--- config.mk ---
export PLATFORM = sky130hd
export DESIGN_NAME = core_ctrl_top
export DESIGN_NICKNAME = d
export VERILOG_FILES = /design/src/verilog/core_ctrl_pkg.sv /design/src/verilog/wb_if.sv /design/src/verilog/core_ctrl_top.sv /design/src/verilog/readback_mux.sv /design/src/verilog/settings_regs.sv /design/src/verilog/wb_slave_decode.sv /design/src/verilog/boot_ctrl.sv
export SDC_FILE = /design/constraint.sdc
export NUM_CORES = 1
export LEC_CHECK = 0
export CORE_MARGIN = 2
export CORE_UTILIZATION = 45
export DETAILED_ROUTE_END_ITERATION = 12
export DONT_BUFFER_PORTS = 1
export PLACE_DENSITY_LB_ADDON = 0.15
export SLEW_MARGIN = 20
export SYNTH_ARGS = -nofsm -noshare
export SYNTH_HDL_FRONTEND = slang
export SYNTH_SLANG_ARGS = --single-unit
--- constraint.sdc ---
create_clock -name wb_clk -period 5 [get_ports wb_clk]
set_clock_uncertainty 0.05 [all_clocks]
set_input_delay 0.5 -clock wb_clk [delete_from_list [all_inputs] [get_ports wb_clk]]
set_output_delay 0.5 -clock wb_clk [all_outputs]
set_load 0.1 [all_outputs]
--- src/verilog/core_ctrl_pkg.sv ---
// Control core package with bus widths, address map, setting addresses and types
package core_ctrl_pkg;

   // Bus widths, byte addressed
   localparam int ADR_W = 16;
   localparam int DAT_W = 32;

   typedef logic [ADR_W-1:0] adr_t;
   typedef logic [DAT_W-1:0] dat_t;
   typedef logic [7:0]       set_addr_t;   // Bus address bits 9 to 2
   typedef logic [7:0]       led_t;
   typedef logic [1:0]       lms_res_t;
   typedef logic [3:0]       rb_idx_t;     // Bus address bits 5 to 2

   typedef enum logic {
      BOOT_WAIT,
      BOOT_DONE
   } boot_state_t;

   // Slave windows, matched on address bits 15 to 8
   localparam logic [7:0] SETTINGS_BASE = 8'h70;
   localparam logic [7:0] SETTINGS_MASK = 8'hF0;
   localparam logic [7:0] READBACK_BASE = 8'h5C;
   localparam logic [7:0] READBACK_MASK = 8'hFC;

   // Boot RAM and main RAM trade places until the bootloader is done
   localparam adr_t BOOT_SWAP = 16'hC000;

   // Setting addresses
   localparam set_addr_t SR_MISC      = 8'd0;
   localparam set_addr_t SR_LMS_RES   = SR_MISC + 8'd0;
   localparam set_addr_t SR_LED_SW    = SR_MISC + 8'd3;
   localparam set_addr_t SR_PHY_RST   = SR_MISC + 8'd4;
   localparam set_addr_t SR_BLDR_DONE = SR_MISC + 8'd5;
   localparam set_addr_t SR_LED_SRC   = SR_MISC + 8'd6;
   localparam set_addr_t SR_DIVSW     = 8'd180;
   localparam set_addr_t SR_DIVSW1    = SR_DIVSW + 8'd0;
   localparam set_addr_t SR_DIVSW2    = SR_DIVSW + 8'd1;

   // Reset values, LEDs 4 to 1 on hardware flags
   localparam led_t LED_SRC_RESET = 8'h1E;
   localparam logic DIVSW_RESET   = 1'b1;

   // Readback slots
   localparam rb_idx_t RB_COMPAT = 4'd12;
   localparam rb_idx_t RB_AUX    = 4'd13;

   // Major in the upper half, minor in the lower half
   localparam dat_t COMPAT_DEFAULT = {16'd9, 16'd0};

endpackage
--- src/verilog/wb_if.sv ---
// Single-slave bus between the address decoder and one slave
`timescale 1ns/1ps

interface wb_if #(
   parameter int AW = 16,
   parameter int DW = 32
) ();

   logic [AW-1:0] adr;
   logic [DW-1:0] dat_w;
   logic [DW-1:0] dat_r;
   logic          we;
   logic          stb;
   logic          ack;

   // Decoder side
   modport master (
      output adr, dat_w, we, stb,
      input  dat_r, ack
   );

   // Slave side, ack one cycle after stb
   modport slave (
      input  adr, dat_w, we, stb,
      output dat_r, ack
   );

endinterface

--- src/verilog/core_ctrl_top.sv ---
// Control core top level with boot control, decoder, settings and readback
`timescale 1ns/1ps

module core_ctrl_top #(
   parameter core_ctrl_pkg::dat_t COMPAT_NUM = core_ctrl_pkg::COMPAT_DEFAULT
) (
   input  logic                      wb_clk,
   input  logic                      por_rst,
   // Bus master port
   input  core_ctrl_pkg::adr_t       wb_adr_i,
   input  core_ctrl_pkg::dat_t       wb_dat_i,
   input  logic                      wb_we_i,
   input  logic                      wb_stb_i,
   input  logic                      wb_cyc_i,
   output core_ctrl_pkg::dat_t       wb_dat_o,
   output logic                      wb_ack_o,
   // Status inputs
   input  logic [3:0]                run_flags_i,
   input  logic                      aux_ld1_i,
   input  logic                      aux_ld2_i,
   input  logic                      button_i,
   // Control outputs
   output core_ctrl_pkg::adr_t       bus_adr_o,
   output logic                      soft_rst_o,
   output core_ctrl_pkg::lms_res_t   lms_res_o,
   output logic                      phy_resetn_o,
   output logic                      div_sw1_o,
   output logic                      div_sw2_o,
   output core_ctrl_pkg::led_t       leds_o
);

   logic bldr_done;
   wire  ctrl_rst = por_rst | soft_rst_o;

   wb_if #(.AW(core_ctrl_pkg::ADR_W), .DW(core_ctrl_pkg::DAT_W)) set_bus ();
   wb_if #(.AW(core_ctrl_pkg::ADR_W), .DW(core_ctrl_pkg::DAT_W)) rb_bus ();

   boot_ctrl i_boot_ctrl (
      .wb_clk      (wb_clk),
      .por_rst     (por_rst),
      .cpu_adr_i   (wb_adr_i),
      .bldr_done_i (bldr_done),
      .bus_adr_o   (bus_adr_o),
      .soft_rst_o  (soft_rst_o)
   );

   wb_slave_decode i_wb_slave_decode (
      .wb_clk  (wb_clk),
      .rst_i   (ctrl_rst),
      .adr_i   (bus_adr_o),
      .dat_i   (wb_dat_i),
      .we_i    (wb_we_i),
      .stb_i   (wb_stb_i),
      .cyc_i   (wb_cyc_i),
      .dat_o   (wb_dat_o),
      .ack_o   (wb_ack_o),
      .set_bus (set_bus.master),
      .rb_bus  (rb_bus.master)
   );

   settings_regs i_settings_regs (
      .bus          (set_bus.slave),
      .wb_clk       (wb_clk),
      .rst_i        (ctrl_rst),
      .run_flags_i  (run_flags_i),
      .lms_res_o    (lms_res_o),
      .phy_resetn_o (phy_resetn_o),
      .bldr_done_o  (bldr_done),
      .div_sw1_o    (div_sw1_o),
      .div_sw2_o    (div_sw2_o),
      .leds_o       (leds_o)
   );

   readback_mux #(.COMPAT_NUM(COMPAT_NUM)) i_readback_mux (
      .bus       (rb_bus.slave),
      .wb_clk    (wb_clk),
      .rst_i     (ctrl_rst),
      .aux_ld1_i (aux_ld1_i),
      .aux_ld2_i (aux_ld2_i),
      .button_i  (button_i)
   );

endmodule

--- src/verilog/readback_mux.sv ---
// Readback slave returning one of sixteen status words
`timescale 1ns/1ps

module readback_mux #(
   parameter core_ctrl_pkg::dat_t COMPAT_NUM = core_ctrl_pkg::COMPAT_DEFAULT
) (
   wb_if.slave   bus,
   input  logic  wb_clk,
   input  logic  rst_i,
   input  logic  aux_ld1_i,
   input  logic  aux_ld2_i,
   input  logic  button_i
);

   core_ctrl_pkg::rb_idx_t idx;
   core_ctrl_pkg::dat_t    word;
   core_ctrl_pkg::dat_t    dat_q;
   logic                   ack_q;

   assign idx = bus.adr[5:2];

   // Slots of dropped blocks read as zero
   always_comb begin
      case (idx)
         core_ctrl_pkg::RB_COMPAT: word = COMPAT_NUM;
         core_ctrl_pkg::RB_AUX:    word = {16'h0000, aux_ld2_i, aux_ld1_i, button_i, 13'h0000};
         default:                  word = '0;
      endcase
   end

   always_ff @(posedge wb_clk) begin
      if (rst_i) begin
         ack_q <= 1'b0;
      end else begin
         ack_q <= bus.stb & ~ack_q;
      end
   end

   // Word captured with the ack
   always_ff @(posedge wb_clk) begin
      if (bus.stb & ~ack_q) begin
         dat_q <= word;
      end
   end

   assign bus.ack   = ack_q;
   assign bus.dat_r = dat_q;

endmodule

--- src/verilog/settings_regs.sv ---
// Settings bus write port with setting registers and the LED source mux
`timescale 1ns/1ps

module settings_regs (
   wb_if.slave                       bus,
   input  logic                      wb_clk,
   input  logic                      rst_i,
   input  logic [3:0]                run_flags_i,
   output core_ctrl_pkg::lms_res_t   lms_res_o,
   output logic                      phy_resetn_o,
   output logic                      bldr_done_o,
   output logic                      div_sw1_o,
   output logic                      div_sw2_o,
   output core_ctrl_pkg::led_t       leds_o
);

   logic                      ack_q;
   logic                      set_stb;
   core_ctrl_pkg::set_addr_t  set_addr;
   core_ctrl_pkg::dat_t       set_data;
   logic                      phy_rst;
   core_ctrl_pkg::led_t       led_sw;
   core_ctrl_pkg::led_t       led_src;
   core_ctrl_pkg::led_t       led_hw;

   ////////////////////////////////////////////////////////////////////////////
   // Bus to settings strobe

   // One strobe per write, on the edge that raises ack
   assign set_stb  = bus.stb & bus.we & ~ack_q;
   assign set_addr = bus.adr[9:2];
   assign set_data = bus.dat_w;

   always_ff @(posedge wb_clk) begin
      if (rst_i) begin
         ack_q <= 1'b0;
      end else begin
         ack_q <= bus.stb & ~ack_q;
      end
   end

   assign bus.ack   = ack_q;
   assign bus.dat_r = '0;   // write only

   ////////////////////////////////////////////////////////////////////////////
   // Setting registers

   always_ff @(posedge wb_clk) begin
      if (rst_i) begin
         lms_res_o   <= '0;
         phy_rst     <= 1'b0;
         bldr_done_o <= 1'b0;
         led_sw      <= '0;
         led_src     <= core_ctrl_pkg::LED_SRC_RESET;
         div_sw1_o   <= core_ctrl_pkg::DIVSW_RESET;
         div_sw2_o   <= core_ctrl_pkg::DIVSW_RESET;
      end else if (set_stb) begin
         case (set_addr)
            core_ctrl_pkg::SR_LMS_RES:   lms_res_o   <= set_data[1:0];
            core_ctrl_pkg::SR_LED_SW:    led_sw      <= set_data[7:0];
            core_ctrl_pkg::SR_PHY_RST:   phy_rst     <= set_data[0];
            core_ctrl_pkg::SR_BLDR_DONE: bldr_done_o <= set_data[0];
            core_ctrl_pkg::SR_LED_SRC:   led_src     <= set_data[7:0];
            core_ctrl_pkg::SR_DIVSW1:    div_sw1_o   <= set_data[0];
            core_ctrl_pkg::SR_DIVSW2:    div_sw2_o   <= set_data[0];
            default: begin
               // Other addresses belong to dropped blocks
            end
         endcase
      end
   end

   assign phy_resetn_o = ~phy_rst;

   ////////////////////////////////////////////////////////////////////////////
   // LED mux

   // Run flags tx0, rx0, tx1, rx1 on LEDs 4 to 1
   assign led_hw = {3'b000, run_flags_i, 1'b0};

   // Source bit 1 picks hardware, 0 picks software
   assign leds_o = (led_src & led_hw) | (~led_src & led_sw);

endmodule

--- src/verilog/wb_slave_decode.sv ---
// Address decoder from the master port to the settings and readback slaves
`timescale 1ns/1ps

module wb_slave_decode (
   input  logic                 wb_clk,
   input  logic                 rst_i,
   input  core_ctrl_pkg::adr_t  adr_i,
   input  core_ctrl_pkg::dat_t  dat_i,
   input  logic                 we_i,
   input  logic                 stb_i,
   input  logic                 cyc_i,
   output core_ctrl_pkg::dat_t  dat_o,
   output logic                 ack_o,
   wb_if.master                 set_bus,
   wb_if.master                 rb_bus
);

   logic [7:0] page;
   logic       req;
   logic       set_hit;
   logic       rb_hit;
   logic       none_ack;

   assign page = adr_i[15:8];
   assign req  = stb_i & cyc_i;

   assign set_hit = (page & core_ctrl_pkg::SETTINGS_MASK) == core_ctrl_pkg::SETTINGS_BASE;
   assign rb_hit  = (page & core_ctrl_pkg::READBACK_MASK) == core_ctrl_pkg::READBACK_BASE;

   ////////////////////////////////////////////////////////////////////////////
   // Slave request paths

   assign set_bus.adr   = adr_i;
   assign set_bus.dat_w = dat_i;
   assign set_bus.we    = we_i;
   assign set_bus.stb   = req & set_hit;

   assign rb_bus.adr    = adr_i;
   assign rb_bus.dat_w  = dat_i;
   assign rb_bus.we     = we_i;
   assign rb_bus.stb    = req & rb_hit;

   ////////////////////////////////////////////////////////////////////////////
   // Unmapped windows

   // Acknowledge with zero data so the master never hangs
   always_ff @(posedge wb_clk) begin
      if (rst_i) begin
         none_ack <= 1'b0;
      end else begin
         none_ack <= req & ~set_hit & ~rb_hit & ~none_ack;
      end
   end

   // Return path
   always_comb begin
      if (set_hit) begin
         dat_o = set_bus.dat_r;
      end else if (rb_hit) begin
         dat_o = rb_bus.dat_r;
      end else begin
         dat_o = '0;
      end
   end

   assign ack_o = set_bus.ack | rb_bus.ack | none_ack;

endmodule

--- src/verilog/boot_ctrl.sv ---
// Boot control FSM with boot RAM address swap and soft reset pulse
`timescale 1ns/1ps

module boot_ctrl (
   input  logic                 wb_clk,
   input  logic                 por_rst,
   input  core_ctrl_pkg::adr_t  cpu_adr_i,
   input  logic                 bldr_done_i,
   output core_ctrl_pkg::adr_t  bus_adr_o,
   output logic                 soft_rst_o
);

   core_ctrl_pkg::boot_state_t state;
   logic                       swap;

   ////////////////////////////////////////////////////////////////////////////
   // Boot FSM, only power-on reset brings it back to BOOT_WAIT

   always_ff @(posedge wb_clk) begin
      if (por_rst) begin
         state      <= core_ctrl_pkg::BOOT_WAIT;
         soft_rst_o <= 1'b1;
      end else begin
         case (state)
            core_ctrl_pkg::BOOT_WAIT: begin
               // Bootloader hands over, pulse reset to the rest
               soft_rst_o <= bldr_done_i;
               if (bldr_done_i) begin
                  state <= core_ctrl_pkg::BOOT_DONE;
               end
            end
            core_ctrl_pkg::BOOT_DONE: begin
               soft_rst_o <= 1'b0;
            end
            default: begin
               state      <= core_ctrl_pkg::BOOT_WAIT;
               soft_rst_o <= 1'b0;
            end
         endcase
      end
   end

   ////////////////////////////////////////////////////////////////////////////
   // Address swap

   // Lowest and highest 16K windows trade places while booting
   assign swap = (state == core_ctrl_pkg::BOOT_WAIT) &&
                 (cpu_adr_i[15] == cpu_adr_i[14]);

   assign bus_adr_o = swap ? (cpu_adr_i ^ core_ctrl_pkg::BOOT_SWAP) : cpu_adr_i;

endmodule

### Word level (Yosys, flattened, before mapping)

Cells that the tools add are included.

* RAM bits: 0
* memories: 0
* memory bits (read-only): 0
* word-level logic and storage cells: 65
* bits of input ports: 60
* bits in latches: 0
* register bits after elaboration: 59
* output and inout bits: 63

* equal/unequal tests: 11
* $add $sub $neg: 0
* mux-type cells: 7
* multiply operators: 0
* div/mod/pow operators: 0
* reduce and logical (&&, ||, !) cells: 9
* order comparisons: 0
* bitwise operators: 25
* shift operators: 0

Operator list (number)
* 2-to-1 mux 32 bit: 2
* case mux 20 bit (2 select lines): 1
* equality test 8 x 3 -> 1 bit, second input constant: 3
* equality test 8 bit, second input constant: 2
* 2-to-1 mux 16 bit: 1
* AND reduction 2 bit: 7
* bitwise AND 1 bit: 10
* bitwise AND 8 x 5 -> 8 bit: 1
* bitwise AND 8 bit: 1
* equality test 4 bit, second input constant: 2
* equality test 8 x 2 -> 1 bit, second input constant: 1
* zero test 8 bit: 1
* inverter 8 bit: 1
* bitwise OR 8 bit: 1
* inverter 1 bit: 7
* equality test 6 x 5 -> 1 bit, second input constant: 1
* equality test 4 x 3 -> 1 bit, second input constant: 1
* bitwise OR 1 bit: 3
* 2-to-1 mux 1 bit: 2
* inverter 2 bit: 1
* case mux 1 bit (2 select lines): 1
* equality test 1 bit: 1
* logical AND 1 bit: 1

### Logic depth before layout (Yosys ltp)

* word-level depth: 8
* depth in mapped cells: 6
* depth with buffers taken out: 4

### By module

A second synthesis with hierarchy kept.

* cell total of the unflattened synthesis: 434
* area, all modules: 3487.1 um^2

By module, submodules not included
* wb_slave_decode: times used 1, area an instance 1526.5 um^2, seq. area each 20.0 um^2, cells an instance 223
* settings_regs: times used 1, area an instance 1366.3 um^2, seq. area each 460.4 um^2, cells an instance 144
* readback_mux: times used 1, area an instance 404.1 um^2, seq. area each 140.1 um^2, cells an instance 42
* boot_ctrl: times used 1, area an instance 183.9 um^2, seq. area each 40.0 um^2, cells an instance 24
* core_ctrl_top: times used 1, area an instance 6.3 um^2, seq. area each 0.0 um^2, cells an instance 1

### Worst setup path before layout

OpenSTA, ideal clock, no wires.

* path type: input to output
* from: input port wb_adr_i[15]
* to: output port bus_adr_o[14]
* required time: 4.450 ns
* cell stages on the path: 1
* buffers on the path: 0
* arrival time: 2.613 ns
* slack: 1.837 ns
* cell sequence: o21ai_0

* longest elaborated chain between the ends: 3

Ends and longest elaborated chain
* start: declaration: line core_ctrl_top.sv:10 `input core_ctrl_pkg::adr_t wb_adr_i,`
* equality test 1 bit: line boot_ctrl.sv:48 `(cpu_adr_i[15] == cpu_adr_i[14]);`
* logical AND 1 bit: line boot_ctrl.sv:47 `assign swap = (state == core_ctrl_pkg::BOOT_WAIT) &&`
* 2-to-1 mux 16 bit: line boot_ctrl.sv:50 `assign bus_adr_o = swap ? (cpu_adr_i ^ core_ctrl_pkg::BOOT_SWAP) : cpu_adr_i;`
* end: declaration: line core_ctrl_top.sv:23 `output core_ctrl_pkg::adr_t bus_adr_o,`

Every way passes these cells.

### Final worst setup path

* from: input port wb_adr_i[13]
* to: output port wb_dat_o[19]

* longest elaborated chain between the ends: 4
* elaborated cells on any way between the ends: 5
* those cells by class: 2 x eq/ne; 3 x mux

Ends and longest elaborated chain
* 2-to-1 mux 16 bit *: line boot_ctrl.sv:50
* equality test 6 x 5 -> 1 bit: line wb_slave_decode.sv:28 `assign rb_hit = (page & core_ctrl_pkg::READBACK_MASK) == core_ctrl_pkg::READBACK_BASE;`
* 2-to-1 mux 32 bit: line wb_slave_decode.sv:59 `end else if (rb_hit) begin`
* 2-to-1 mux 32 bit *: line wb_slave_decode.sv:57 `if (set_hit) begin`
* end: declaration: line core_ctrl_top.sv:15 `output core_ctrl_pkg::dat_t wb_dat_o,`

Mark *: on every way between the ends. The rest lies on a longest branch, timed or not.

==> impl_results.md <==
- Via-per-instance ratio: 5.339
- Met1 usage: 20.02%
- CP arrival: 1850 ps
- Comb pwr share: 23.3%
- Initial antenna violation count: 0
- Worst Max-Slew Pin Slew: 1172 ps
- Longest Clk Path Bufs: 2
- Count leader, synth: buf_4
- Seq/Total Area, Yosys: 36.97%
- Syn Inst Count: 205
- Pre-CTS setup slack: 2580 ps
- GR Layer Usage met3: 6.250%
- Row cnt: 22
- Starting Density: 47.73%
- Power Dens Cells: 338.6 nW/µm²
- Drt wl/cell: 15.21 µm
- Critical path endpoint category: primary output
- Vias in the first global route: 1,174
- Detailed Routing Iterations Pass 1: 4
- Slew HR: 21.94%
- Crit path max fanout: 6
- RSZ-0062 raised after global routing: false
- Final setup viols: 0
- Startpoint types: primary input
- Outcome: finished clean
- Post-synthesis register bit count: 31
- Pins Over Slew Limit: 0
- Clk Latency, worst-skew pair: 280 ps
- CP Data Required Time: 4450 ps
- WS Path Type: primary input to primary output
- Syn_area_per_cell: 8.716 µm²
- Largest net degree at the start of global routing: 20
- Die area: 4490 µm²
- Total net switching power: 213.4 µW
- Gr ovfl total: 0
- Synth top cells by count: buf_4 (42), dfxtp_1 (27), nand3_1 (23), a21oi_1 (16), o21ai_1 (16)
- Switching Share: 37.61%
- Pint: 353.9 µW
- I/O pins: 123
- YS warnings: 0
- Die Wd: 67.01 µm
- Clock-pin slew on the worst setup and hold paths: 60 ps
- FMAX: 0.4172 GHz
- CTS Hold Bufs: 0
- Worst Slack Setup Final: 2603 ps
- Number of flops mapped to enable cells by yosys: 4
- Vias post-DR: 1,260
- 1st-iter DRT viols: 53
- PostCTS Resize Cnt: 0
- Hold Crit Class: primary input to flop
- Max-cap viol count: 0
- Synthesized area: 1787 µm²
- # nets final: 247
- Share of cells above drive strength 1: 12.77%
- Sequential share of power: 45.1%
- Asr flop ratio synth: 0%
- Top cell type's share of synthesized area: 30.25%
- CTS buffer count: 5
- Dpl hpwl: 2641 µm
- Post-route cell area: 1675 µm²
- Port Buffers: 0
- Tot GR Track Use: 16.83%
- Post-CTS Repair Setup Buffers: 0
- Grt peak-use layer: met2
- Met2 usage: 26.98%
- Final ANT Viol Nets: 0
- Number of H-tree levels: 2
- CTS tree: done
- First-pass GRT wire length: 5595 µm
- Final min period: 2397 ps
- Placed cell areas: 1595 µm²
- Area added between synthesis and finish: -6.232%
- Post-synthesis cell type count: 38
- Period Utilization, post-route: 47.94%
- Post-Route Setup TNS: 0 ps
- Placer Congestion: 0.8223
- Routed wire length: 3590 µm
- Remaining routing DRC violations: 0
- Root buf cell: clkbuf_8
- Main flop type after synthesis: dfxtp_1
- Leading area contributor after synthesis: dfxtp_1
- Core Area: 3744 µm²
- Antenna Cells: 0
- Die height: 67.01 µm
- Clock share of power: 31.5%
- VDD IR max: 0.1723 mV
- # clock sinks: 31
- Synth top area cells: dfxtp_1 (30%), buf_4 (18%), edfxtp_1 (6.7%), nand3_1 (6.4%), a21oi_1 (4.5%)
- Final Hold Vio Count: 0
- Leakage power: 0.5697 nW
[cell type report]
cell class,count,area (µm²)
fill,352,2068
multi-input combinational,147,867.1
sequential,31,660.6
clock buffer,6,72.57
tap,48,60.06
clock inverter,2,7.507
inverter,2,7.507
[cells in the final DEF, fill, tap and decap left out, drive strengths merged, types with 3 or more instances in the layout]
cell type,count
a21oi,16
and2,9
clkbuf,6
conb,27
dfxtp,27
edfxtp,4
mux2,4
nand2,4
nand3,23
nor2,10
nor2b,5
nor3,4
o21ai,17
o31ai,3
or4,5
[sequential cells by signal, summed over array words and instances (netlist names)]
signal                       flops
i_boot_ctrl.state                1
i_settings_regs.lms_res_o        2
i_readback_mux.bus.dat_r         4
i_settings_regs.div_sw1_o        1
i_boot_ctrl.soft_rst_o           1
i_settings_regs.phy_rst          1
i_wb_slave_decode.none_ack       1
i_settings_regs.bus.ack          1
i_settings_regs.led_sw           8
i_settings_regs.bldr_done_o      1
i_settings_regs.div_sw2_o        1
i_readback_mux.bus.ack           1
i_settings_regs.led_src          8
[logic make-up (layout without fill, tap and decap cells)]
logic type / count (synthesis) / count (layout) / share of synthesized area, %
buffers and inverters: 53 / 10 / 21.01
muxes: 6 / 6 / 3.641
AOI/OAI and AO/OA: 39 / 39 / 12.32
and+or+nand+nor: 75 / 75 / 25.84
DFF: 31 / 31 / 36.98
other: 1 / 27 / 0.2099
[per-layer routing]
metal  vias up  part of all wire, %
met4         0                  2.0
met3         9                  7.8
li1        612                    -
met2        52                   48
met1       587                   42
met5         -                    0
[per-stage QoR]
| stage | hold slack [ps] | cells | utilization (%) | total power, mW |
|---|---|---|---|---|
| after floorplan | 339.7 | 231 | - | 0.4613 |
| after global placement | 348.5 | 228 | 42.61 | 0.3936 |
| after detailed placement | 352.6 | 228 | 42.61 | 0.3937 |
| after CTS | 232.2 | 236 | 44.75 | 0.5732 |
| after global routing | 225.9 | 236 | 44.75 | 0.5870 |
| final | 238.8 | 236 | 44.75 | 0.5673 |
[worst max-delay path, cell delays in order]
cell      delay (ps)
nor4bb_1         230
and3_1           270
and2_2           840
[path summary, 6_finish.rpt]
check        slack, ps                                   from  depth (start not counted)                                      end
max               2600                           wb_adr_i[13]                          3                             wb_dat_o[19]
min                240                                por_rst                          1             i_boot_ctrl.state$_SDFF_PP0_
max reg2reg       3070     i_settings_regs.bus.ack$_SDFF_PP0_                          4  i_settings_regs.led_src[4]$_SDFFE_PP1P_
min reg2reg        360  i_wb_slave_decode.none_ack$_SDFF_PP0_                          1    i_wb_slave_decode.none_ack$_SDFF_PP0_
[power by group through the flow]
| stage | Combinational [mW] | Sequential [mW] | Clock, mW |
|---|---|---|---|
| floorplan | 0.200 | 0.261 | 0 |
| global route | 0.136 | 0.256 | 0.195 |
| CTS | 0.132 | 0.256 | 0.185 |
| detailed placement | 0.132 | 0.261 | 0 |
| global placement | 0.132 | 0.261 | 0 |
| finish | 0.132 | 0.256 | 0.179 |
(Power assumes the default switching activity.)
